`src/include/iso14443a_defs.svh`:
```
// ISO/IEC 14443-2 type A receive path
// widths and code values shared by the packages and the RX logic

`ifndef ISO14443A_DEFS_SVH
`define ISO14443A_DEFS_SVH

// one received data byte
`define RX_BYTE_W        8

// bit position inside a byte, 0..7
`define RX_BITCNT_W      3

// complete bytes per frame, wraps past 63
`define RX_BYTECNT_W     6

// encoding of an illegal pause pattern on the seq_code input
// the other three codes fill the remaining values of the 2-bit field
`define RX_SEQ_BAD_CODE  2'b11

`endif

```
`src/source/rx_frame_pkg.sv`:
```
// frame level types for the type A receive path
// byte payload, leftover bit count and byte count per frame

`include "iso14443a_defs.svh"

package rx_frame_pkg;

    // one data byte, first received bit in bit 0
    typedef logic [`RX_BYTE_W-1:0] rx_byte_t;

    // valid bits in the final byte
    // 0 means the frame ended on a byte boundary
    typedef logic [`RX_BITCNT_W-1:0] rx_bitcnt_t;

    // complete bytes seen in a frame
    typedef logic [`RX_BYTECNT_W-1:0] rx_bytecnt_t;

endpackage

```
`src/source/rx_line_pkg.sv`:
```
// line code types for the type A receive path
// Modified Miller sequences and the sequence decoder FSM states

`include "iso14443a_defs.svh"

package rx_line_pkg;

    // one symbol per bit period, as classified by the pause detector
    typedef enum logic [1:0] {
        SEQ_X   = 2'b00,            // pause in the second half
        SEQ_Y   = 2'b01,            // no pause
        SEQ_Z   = 2'b10,            // pause in the first half
        SEQ_BAD = `RX_SEQ_BAD_CODE  // anything else
    } miller_seq_e;

    typedef enum logic [1:0] {
        ST_IDLE,
        ST_DATA,
        ST_WAIT_IDLE
    } seqdec_state_e;

endpackage

```
`src/source/sequence_decode.sv`:
```
// Modified Miller sequence decoder
// turns one code per bit period into SOC, data bits, EOC and coding errors
// all outputs are registered single-cycle pulses

`timescale 1ns/1ps

module sequence_decode (
    input  logic                     clk,
    input  logic                     rst_n,
    input  logic                     seq_valid,
    input  rx_line_pkg::miller_seq_e seq_code,
    output logic                     soc,
    output logic                     eoc,
    output logic                     data_valid,
    output logic                     data,
    output logic                     error
);
    import rx_line_pkg::*;

    seqdec_state_e state;
    // value of the previous bit, decides how Y and Z are read
    logic          prev_bit;
    // one Y already seen while waiting for the line to go idle
    logic          y_count;

    always_ff @(posedge clk or negedge rst_n) begin
        if (!rst_n) begin
            state      <= ST_IDLE;
            prev_bit   <= 1'b0;
            y_count    <= 1'b0;
            soc        <= 1'b0;
            eoc        <= 1'b0;
            data_valid <= 1'b0;
            error      <= 1'b0;
        end else begin
            // pulses drop after one cycle
            soc        <= 1'b0;
            eoc        <= 1'b0;
            data_valid <= 1'b0;
            error      <= 1'b0;

            if (seq_valid) begin
                case (state)
                    ST_IDLE: begin
                        // SOC is a Z, i.e. a logic 0 that is not data
                        if (seq_code == SEQ_Z) begin
                            soc      <= 1'b1;
                            prev_bit <= 1'b0;
                            state    <= ST_DATA;
                        end
                    end

                    ST_DATA: begin
                        case (seq_code)
                            SEQ_X: begin
                                data_valid <= 1'b1;
                                prev_bit   <= 1'b1;
                            end
                            SEQ_Y: begin
                                if (prev_bit) begin
                                    // Y after a 1 is a 0
                                    data_valid <= 1'b1;
                                    prev_bit   <= 1'b0;
                                end else begin
                                    // logic 0 followed by Y marks the end
                                    eoc   <= 1'b1;
                                    state <= ST_IDLE;
                                end
                            end
                            SEQ_Z: begin
                                if (!prev_bit) begin
                                    data_valid <= 1'b1;
                                end else begin
                                    // Z may never follow a 1
                                    error   <= 1'b1;
                                    y_count <= 1'b0;
                                    state   <= ST_WAIT_IDLE;
                                end
                            end
                            default: begin
                                error   <= 1'b1;
                                y_count <= 1'b0;
                                state   <= ST_WAIT_IDLE;
                            end
                        endcase
                    end

                    ST_WAIT_IDLE: begin
                        // two Y in a row means the reader stopped sending
                        if (seq_code == SEQ_Y) begin
                            if (y_count) begin
                                eoc     <= 1'b1;
                                y_count <= 1'b0;
                                state   <= ST_IDLE;
                            end else begin
                                y_count <= 1'b1;
                            end
                        end else begin
                            y_count <= 1'b0;
                        end
                    end

                    default: state <= ST_IDLE;
                endcase
            end
        end
    end

    // only X carries a 1, every other data bit is 0
    always_ff @(posedge clk) begin
        if (seq_valid) begin
            data <= (seq_code == SEQ_X);
        end
    end

    a_soc_eoc_excl: assert property (@(posedge clk) disable iff (!rst_n)
        !(soc && eoc));

    a_no_data_in_idle: assert property (@(posedge clk) disable iff (!rst_n)
        data_valid |-> state != ST_IDLE);

    // the front end delivers at most one code per bit period
    a_strobe_spacing: assert property (@(posedge clk) disable iff (!rst_n)
        seq_valid |=> !seq_valid);

endmodule

```
`src/source/frame_decode.sv`:
```
// frame level checks on the decoded bit stream
// strips the odd parity bit after each data byte and flags parity errors,
// a missing parity bit, empty frames and upstream coding errors
// last_bit holds the most recent bit received, parity included

`timescale 1ns/1ps

module frame_decode (
    input  logic clk,
    input  logic rst_n,
    input  logic in_soc,
    input  logic in_eoc,
    input  logic in_data_valid,
    input  logic in_data,
    input  logic in_error,
    output logic out_soc,
    output logic out_eoc,
    output logic out_data_valid,
    output logic out_data,
    output logic out_error,
    output logic last_bit
);
    import rx_frame_pkg::*;

    // data bits received in the current byte
    rx_bitcnt_t bit_count;
    // eight data bits done, next bit is parity
    logic       parity_due;
    // running odd parity, starts at 1
    logic       parity_acc;
    // at least one bit arrived since SOC
    logic       data_seen;
    // error already reported for this frame
    logic       error_seen;

    // SOC goes straight through
    assign out_soc = in_soc;

    always_ff @(posedge clk or negedge rst_n) begin
        if (!rst_n) begin
            bit_count      <= '0;
            parity_due     <= 1'b0;
            parity_acc     <= 1'b1;
            data_seen      <= 1'b0;
            error_seen     <= 1'b0;
            out_eoc        <= 1'b0;
            out_data_valid <= 1'b0;
            out_error      <= 1'b0;
            last_bit       <= 1'b0;
        end else begin
            out_eoc        <= 1'b0;
            out_data_valid <= 1'b0;
            out_error      <= 1'b0;

            // frame delay timing needs every bit, parity too
            if (in_data_valid) begin
                last_bit <= in_data;
            end

            if (in_soc) begin
                bit_count  <= '0;
                parity_due <= 1'b0;
                parity_acc <= 1'b1;
                data_seen  <= 1'b0;
                error_seen <= 1'b0;
            end

            // EOC is registered so it lines up with an error raised here
            if (in_eoc) begin
                out_eoc <= 1'b1;
                if (!error_seen && (parity_due || !data_seen)) begin
                    out_error  <= 1'b1;
                    error_seen <= 1'b1;
                end
            end

            // after an error nothing more until the next SOC
            if (!error_seen) begin
                if (in_data_valid) begin
                    data_seen <= 1'b1;
                    if (parity_due) begin
                        parity_due <= 1'b0;
                        parity_acc <= 1'b1;
                        if (in_data != parity_acc) begin
                            out_error  <= 1'b1;
                            error_seen <= 1'b1;
                        end
                    end else begin
                        out_data_valid <= 1'b1;
                        parity_acc     <= parity_acc ^ in_data;
                        bit_count      <= bit_count + rx_bitcnt_t'(1);
                        if (bit_count == '1) begin
                            parity_due <= 1'b1;
                        end
                    end
                end

                if (in_error) begin
                    out_error  <= 1'b1;
                    error_seen <= 1'b1;
                end
            end
        end
    end

    // qualified by out_data_valid
    always_ff @(posedge clk) begin
        if (in_data_valid) begin
            out_data <= in_data;
        end
    end

    a_one_error_per_frame: assert property (@(posedge clk) disable iff (!rst_n)
        out_error |=> !out_error until out_soc);

    a_no_data_after_error: assert property (@(posedge clk) disable iff (!rst_n)
        out_error |=> !out_data_valid until out_soc);

endmodule

```
`src/source/byte_assemble.sv`:
```
// packs the checked bit stream into bytes, LSB first
// at EOC gives a frame summary: error flag, byte count and leftover bits
// a trailing partial byte is counted in last_bits but never emitted

`timescale 1ns/1ps

module byte_assemble (
    input  logic                      clk,
    input  logic                      rst_n,
    input  logic                      soc,
    input  logic                      eoc,
    input  logic                      data_valid,
    input  logic                      data,
    input  logic                      error,
    output logic                      byte_valid,
    output rx_frame_pkg::rx_byte_t    byte_data,
    output logic                      frame_end,
    output logic                      frame_error,
    output rx_frame_pkg::rx_bitcnt_t  last_bits,
    output rx_frame_pkg::rx_bytecnt_t byte_count
);
    import rx_frame_pkg::*;

    rx_byte_t    shift_reg;
    rx_byte_t    next_byte;
    // bits collected in the current byte
    rx_bitcnt_t  bit_pos;
    // complete bytes this frame
    rx_bytecnt_t byte_cnt;
    // any error since SOC
    logic        err_sticky;

    // new bit enters at the top, first bit ends up in bit 0
    assign next_byte = {data, shift_reg[$bits(rx_byte_t)-1:1]};

    always_ff @(posedge clk or negedge rst_n) begin
        if (!rst_n) begin
            bit_pos     <= '0;
            byte_cnt    <= '0;
            err_sticky  <= 1'b0;
            byte_valid  <= 1'b0;
            frame_end   <= 1'b0;
            frame_error <= 1'b0;
            last_bits   <= '0;
            byte_count  <= '0;
        end else begin
            byte_valid <= 1'b0;
            frame_end  <= 1'b0;

            if (soc) begin
                bit_pos    <= '0;
                byte_cnt   <= '0;
                err_sticky <= 1'b0;
            end

            if (error) begin
                err_sticky <= 1'b1;
            end

            if (data_valid) begin
                bit_pos <= bit_pos + rx_bitcnt_t'(1);
                // eighth bit completes a byte
                if (bit_pos == '1) begin
                    byte_valid <= 1'b1;
                    byte_cnt   <= byte_cnt + rx_bytecnt_t'(1);
                end
            end

            // error may arrive together with EOC
            if (eoc) begin
                frame_end   <= 1'b1;
                frame_error <= err_sticky | error;
                last_bits   <= bit_pos;
                byte_count  <= byte_cnt;
            end
        end
    end

    always_ff @(posedge clk) begin
        if (data_valid) begin
            shift_reg <= next_byte;
            if (bit_pos == '1) begin
                byte_data <= next_byte;
            end
        end
    end

    // EOC and data are never in the same cycle upstream
    a_byte_or_end: assert property (@(posedge clk) disable iff (!rst_n)
        !(byte_valid && frame_end));

endmodule

```
`src/source/iso14443a_rx.sv`:
```
// ISO/IEC 14443-2 type A receive path, reader to card
// sequence decoder, parity and frame checks, then byte packing

`timescale 1ns/1ps

module iso14443a_rx (
    input  logic                      clk,
    input  logic                      rst_n,
    input  logic                      seq_valid,
    input  rx_line_pkg::miller_seq_e  seq_code,
    output logic                      soc,
    output logic                      byte_valid,
    output rx_frame_pkg::rx_byte_t    byte_data,
    output logic                      frame_end,
    output logic                      frame_error,
    output rx_frame_pkg::rx_bitcnt_t  last_bits,
    output rx_frame_pkg::rx_bytecnt_t byte_count,
    output logic                      last_bit
);

    // sequence decoder to frame checker
    logic seq_soc;
    logic seq_eoc;
    logic seq_data_valid;
    logic seq_data;
    logic seq_error;

    // frame checker to byte packer
    logic fd_eoc;
    logic fd_data_valid;
    logic fd_data;
    logic fd_error;

    sequence_decode u_seq (
        .clk        (clk),
        .rst_n      (rst_n),
        .seq_valid  (seq_valid),
        .seq_code   (seq_code),
        .soc        (seq_soc),
        .eoc        (seq_eoc),
        .data_valid (seq_data_valid),
        .data       (seq_data),
        .error      (seq_error)
    );

    // fd_soc is combinational, so it is the top-level soc as well
    frame_decode u_frame (
        .clk            (clk),
        .rst_n          (rst_n),
        .in_soc         (seq_soc),
        .in_eoc         (seq_eoc),
        .in_data_valid  (seq_data_valid),
        .in_data        (seq_data),
        .in_error       (seq_error),
        .out_soc        (soc),
        .out_eoc        (fd_eoc),
        .out_data_valid (fd_data_valid),
        .out_data       (fd_data),
        .out_error      (fd_error),
        .last_bit       (last_bit)
    );

    byte_assemble u_bytes (
        .clk         (clk),
        .rst_n       (rst_n),
        .soc         (soc),
        .eoc         (fd_eoc),
        .data_valid  (fd_data_valid),
        .data        (fd_data),
        .error       (fd_error),
        .byte_valid  (byte_valid),
        .byte_data   (byte_data),
        .frame_end   (frame_end),
        .frame_error (frame_error),
        .last_bits   (last_bits),
        .byte_count  (byte_count)
    );

endmodule

```
`config.mk`:
```
export PLATFORM = sky130hd
export DESIGN_NAME = iso14443a_rx
export DESIGN_NICKNAME = d
export VERILOG_FILES = /design/src/source/rx_frame_pkg.sv /design/src/source/rx_line_pkg.sv /design/src/source/sequence_decode.sv /design/src/source/frame_decode.sv /design/src/source/byte_assemble.sv /design/src/source/iso14443a_rx.sv
export VERILOG_INCLUDE_DIRS = /design/src /design/src/include
export SDC_FILE = /design/constraint.sdc
export NUM_CORES = 1
export LEC_CHECK = 0
export CORE_ASPECT_RATIO = 1.25
export CORE_MARGIN = 3
export CORE_UTILIZATION = 45
export CTS_CLUSTER_DIAMETER = 40
export DETAILED_ROUTE_END_ITERATION = 8
export DONT_BUFFER_PORTS = 1
export MAX_ROUTING_LAYER = met4
export PLACE_DENSITY = 0.66
export RECOVER_POWER = 50
export SETUP_SLACK_MARGIN = 0.2
export SYNTH_ARGS = -nofsm -noshare
export SYNTH_HDL_FRONTEND = slang
export SYNTH_HIERARCHICAL = 1
export SYNTH_SLANG_ARGS = --single-unit
```
`constraint.sdc`:
```
create_clock -name clk -period 2.9 [get_ports clk]
set_input_delay 0.145 -clock clk [delete_from_list [all_inputs] [get_ports clk]]
set_output_delay 0.145 -clock clk [all_outputs]
set_load 0.02 [all_outputs]
```
==> metrics.md <==
| Metric | Value |
|---|---|
| Sequential cell area fraction in the yosys report | 0.657 |
| Starting DRT DRC Count | ~110 |
| CP Cell Sequence | ha_1 > ha_1 > nand2_2 > clkinv_1 > a41oi_1 > a31oi_1 |
| Final Setup Violations | 0 |
| Async set-reset flop share out of synthesis | 0.707 |
| Synth Instances | between 150 and 200 |
| Mapped Nets | ~190 |
| Max clock buf depth | 2 |
| Largest fanout on the critical path | 16 |
| Rows | 28 |
| Drt wl/cell | 15.9 um |
| Hold EP | u_seq/soc |
| FILL cells | around 400 |
| Antenna-violating nets left | 0 |
| Pint | 1.73 mW |
| CP delay by family, top | compound AO/OA/AOI/OAI gates |
| R2R Path Start | u_bytes/bit_pos[0] |
| Drt drc | 0 |
| Max stage delay on crit path | roughly 400 ps |
| Crit end category | flop |
| Final wirelength | between 4 and 5 mm |
| Die H | between 80 and 90 um |
| Reg-to-reg slack, setup | slightly above 1000 ps |
| Worst Skew | approximately 6.3 ps |
| Die width | a little over 70 um |
| Flops & latches, synth | between 50 and 60 |
| Post-Syn Area | around 2300 um^2 |
| Critical Path RT | around 3000 ps |
| Vias in the first global route | around 1500 |
| Synth unique cells | 41 |
| Switching power | 0.621 mW |
| N_diodes | 0 |
| Sum Neg Setup Slack | 0 ps |
| Hold path start | seq_code[0] |
| R2R depth | 6 |
| TritonCTS buffer count | 9 |
| Clock root buffer master | clkbuf_8 |
| Clock Latency Late Sink | between 300 and 400 ps |
| Buf+Inv Stages, Crit Path | 1 |
| Final hold violation count | 0 |
| Pin count of the biggest net entering global routing | 42 |
| Reg power frac | 0.477 |
| RSZ-0062 raised after global routing | no |
| Layout cells sized above 1 | 0.181 |
| Number of port buffers | 0 |
| Area of the core | 4870 um^2 |
| Min-Delay Path Class | in2reg |
| Total gr overflow | 0 |
| Tcrit/Tclk final | 0.648 |
| Starting Density | 0.481 |
| Pwr dens | around 870 nW/um^2 |
| Slowest CP cell | dfrtp_1 |
| Area growth, synth to finish | 15.7% |
| Routed vias/inst | 5.43 |
| Yosys warnings | 6 |
| Hold slack | about 33 ps |
| Num ports | 27 |
| Crit Reg-Reg Endpoint | u_bytes/byte_cnt[3] |
| Post-cts repair resize count | 0 |
| DRT Pass-1 Iters | 4 |
| Fmax | 532 MHz |
| Max reg flops | 8 |
| Vias | approximately 1400 |
| Total track usage | 0.155 |
| Status | complete, no violations |
| Post-synth EDFFs | 17 |
| GP Congestion | around 0.79 |
| Clock-pin slew on the worst setup and hold paths | around 60 ps |
| Combinational share of power | 0.155 |
| Die area | just over 6000 um^2 |
| First-pass GRT wire length | between 6 and 7 mm |
| Hold Path Stages | 3 |
| Sw frac | 0.265 |
| Avg Cell Area, Syn | 13.6 um^2 |
| WS Path Type | reg2reg |
| Max_slew headroom | 0.648 |
| Initial antenna violation count | 0 |
| Crit start category | flop |
| Synth Flop Type | dfrtp_1 |
| Worst VDD drop | 0.431 mV |
| Clock sink count | just under 60 |
| Final count of pins violating max slew | 0 |
| Max-cap violations | 0 |
| H-tree levels | 3 |
| Critical path's most frequent cell | ha_1 |
| TritonCTS clock tree | done |
| Worst slew pin tran | between 500 and 600 ps |
| Dpl hpwl | between 2 and 3 mm |
| Period minus WS final | roughly 1900 ps |
| LEAKAGE | 1.22 nW |
| Clock share of power | 0.368 |
| Fin nets | ~200 |
| Util after Layout | 0.556 |
| Worst EP arrival | between 2000 and 2500 ps |
-- cells by family after synthesis --
| group | Yosys count | synth area share |
|---|---|---|
| compound gates | 31 | 0.0925 |
| xor+xnor | 1 | 0.00374 |
| fa+ha+maj | 8 | 0.0428 |
| buf+inv | 12 | 0.0214 |
| flops | 58 | 0.657 |
| mux | 16 | 0.0786 |
| simple gates | 46 | 0.104 |
-- metal layers --
layer	part of all wire	track usage	vias to the layer above	wire length [um]
li1	-	-	651	-
met1	0.41	0.166	688	1660
met2	0.54	0.252	30	2150
met3	0.042	0.0661	4	168
met4	0.0095	0.0662	0	38
met5	0	-	-	0
-- power groups by stage --
stage	clock [mW]	sequential (mW)	combinational, mW
global route	0.945	1.14	0.415
CTS	0.883	1.12	0.367
finish	0.864	1.12	0.364
detailed placement	0	1.14	0.339
global placement	0	1.13	0.320
floorplan	0	1.09	0.290
-- worst reg2reg max path, delay by kind of cell, from the launching register on --
family	cells	cell delay (ps)
buffers and inverters	1	380
adders and majority gates	2	420
AOI/OAI and AO/OA	2	440
and+or+nand+nor	1	100
DFF	1	400
-- cells in the mapped netlist (2+ instances only) --
master / number / area [um^2]
dfrtp_1: 40 / 1000
inv_1: 8 / 30.0
mux2i_1: 3 / 30.0
nor2b_1: 5 / 31.3
o21ai_0: 5 / 25.0
a22o_2: 2 / 20.0
a31oi_1: 4 / 25.0
a211oi_1: 2 / 15.0
mux2_4: 2 / 30.0
mux2_2: 11 / 124
nor2_1: 10 / 37.5
nor3_1: 2 / 10.0
ha_1: 8 / 100
nand3b_1: 2 / 15.0
nand2_1: 12 / 45.0
nand3_1: 6 / 30.0
nand2b_1: 3 / 18.8
a21o_1: 2 / 15.0
a41oi_1: 2 / 17.5
a21oi_1: 5 / 25.0
edfxtp_1: 17 / 510
o211ai_1: 2 / 15.0
-- cell usage in the layout, fill, tap and decap left out, drive strengths merged, types with 6 or more instances in the layout --
| cell | count |
|---|---|
| clkbuf | 10 |
| nand3 | 6 |
| mux2 | 13 |
| inv | 9 |
| o21ai | 6 |
| nand2 | 13 |
| dfrtp | 40 |
| ha | 8 |
| edfxtp | 17 |
| nor2 | 11 |
| dlygate4sd3 | 6 |
-- repair_timing --
| item | in CTS | in global routing |
|---|---|---|
| hold buffers | 6 | 1 |
| setup buffers | 0 | 0 |
| endpoints found under the hold margin | 49 | 1 |
-- worst max-delay path by stage --
stage	endpoint	startpoint	cells after the start	slack [ps]
floorplan	u_bytes/byte_cnt[3]	u_bytes/bit_pos[0]	6	1250
global placement	u_bytes/byte_cnt[3]	u_bytes/bit_pos[0]	6	1100
detailed placement	u_bytes/byte_cnt[3]	u_bytes/bit_pos[0]	6	990
CTS	u_bytes/byte_cnt[3]	u_bytes/bit_pos[0]	6	1000
global route	u_bytes/byte_cnt[3]	u_bytes/bit_pos[0]	6	860
finish	u_bytes/byte_cnt[3]	u_bytes/bit_pos[0]	6	1020
-- through the flow --
stage	power [mW]	instances	cell area [um^2]	worst slack, ps
floorplan	1.39	172	2340	1250
global placement	1.45	230	2400	1100
detailed placement	1.48	230	2400	987
CTS	2.37	252	2710	1000
global route	2.50	253	2710	861
finish	2.35	253	2710	1020
-- layout make-up --
| class | instances | area [um^2] | share of cell area |
|---|---|---|---|
| Sequential cell | 58 | 1540 | 0.568 |
| Inverter | 10 | 37.5 | 0.0139 |
| Clock buffer | 10 | 128 | 0.0471 |
| Multi-Input combinational cell | 102 | 746 | 0.275 |
| Timing Repair Buffer | 7 | 80.1 | 0.0296 |
| Tap cell | 60 | 75.1 | 0.0277 |
| Clock inverter | 6 | 105 | 0.0388 |
(Power assumes the default switching activity.)
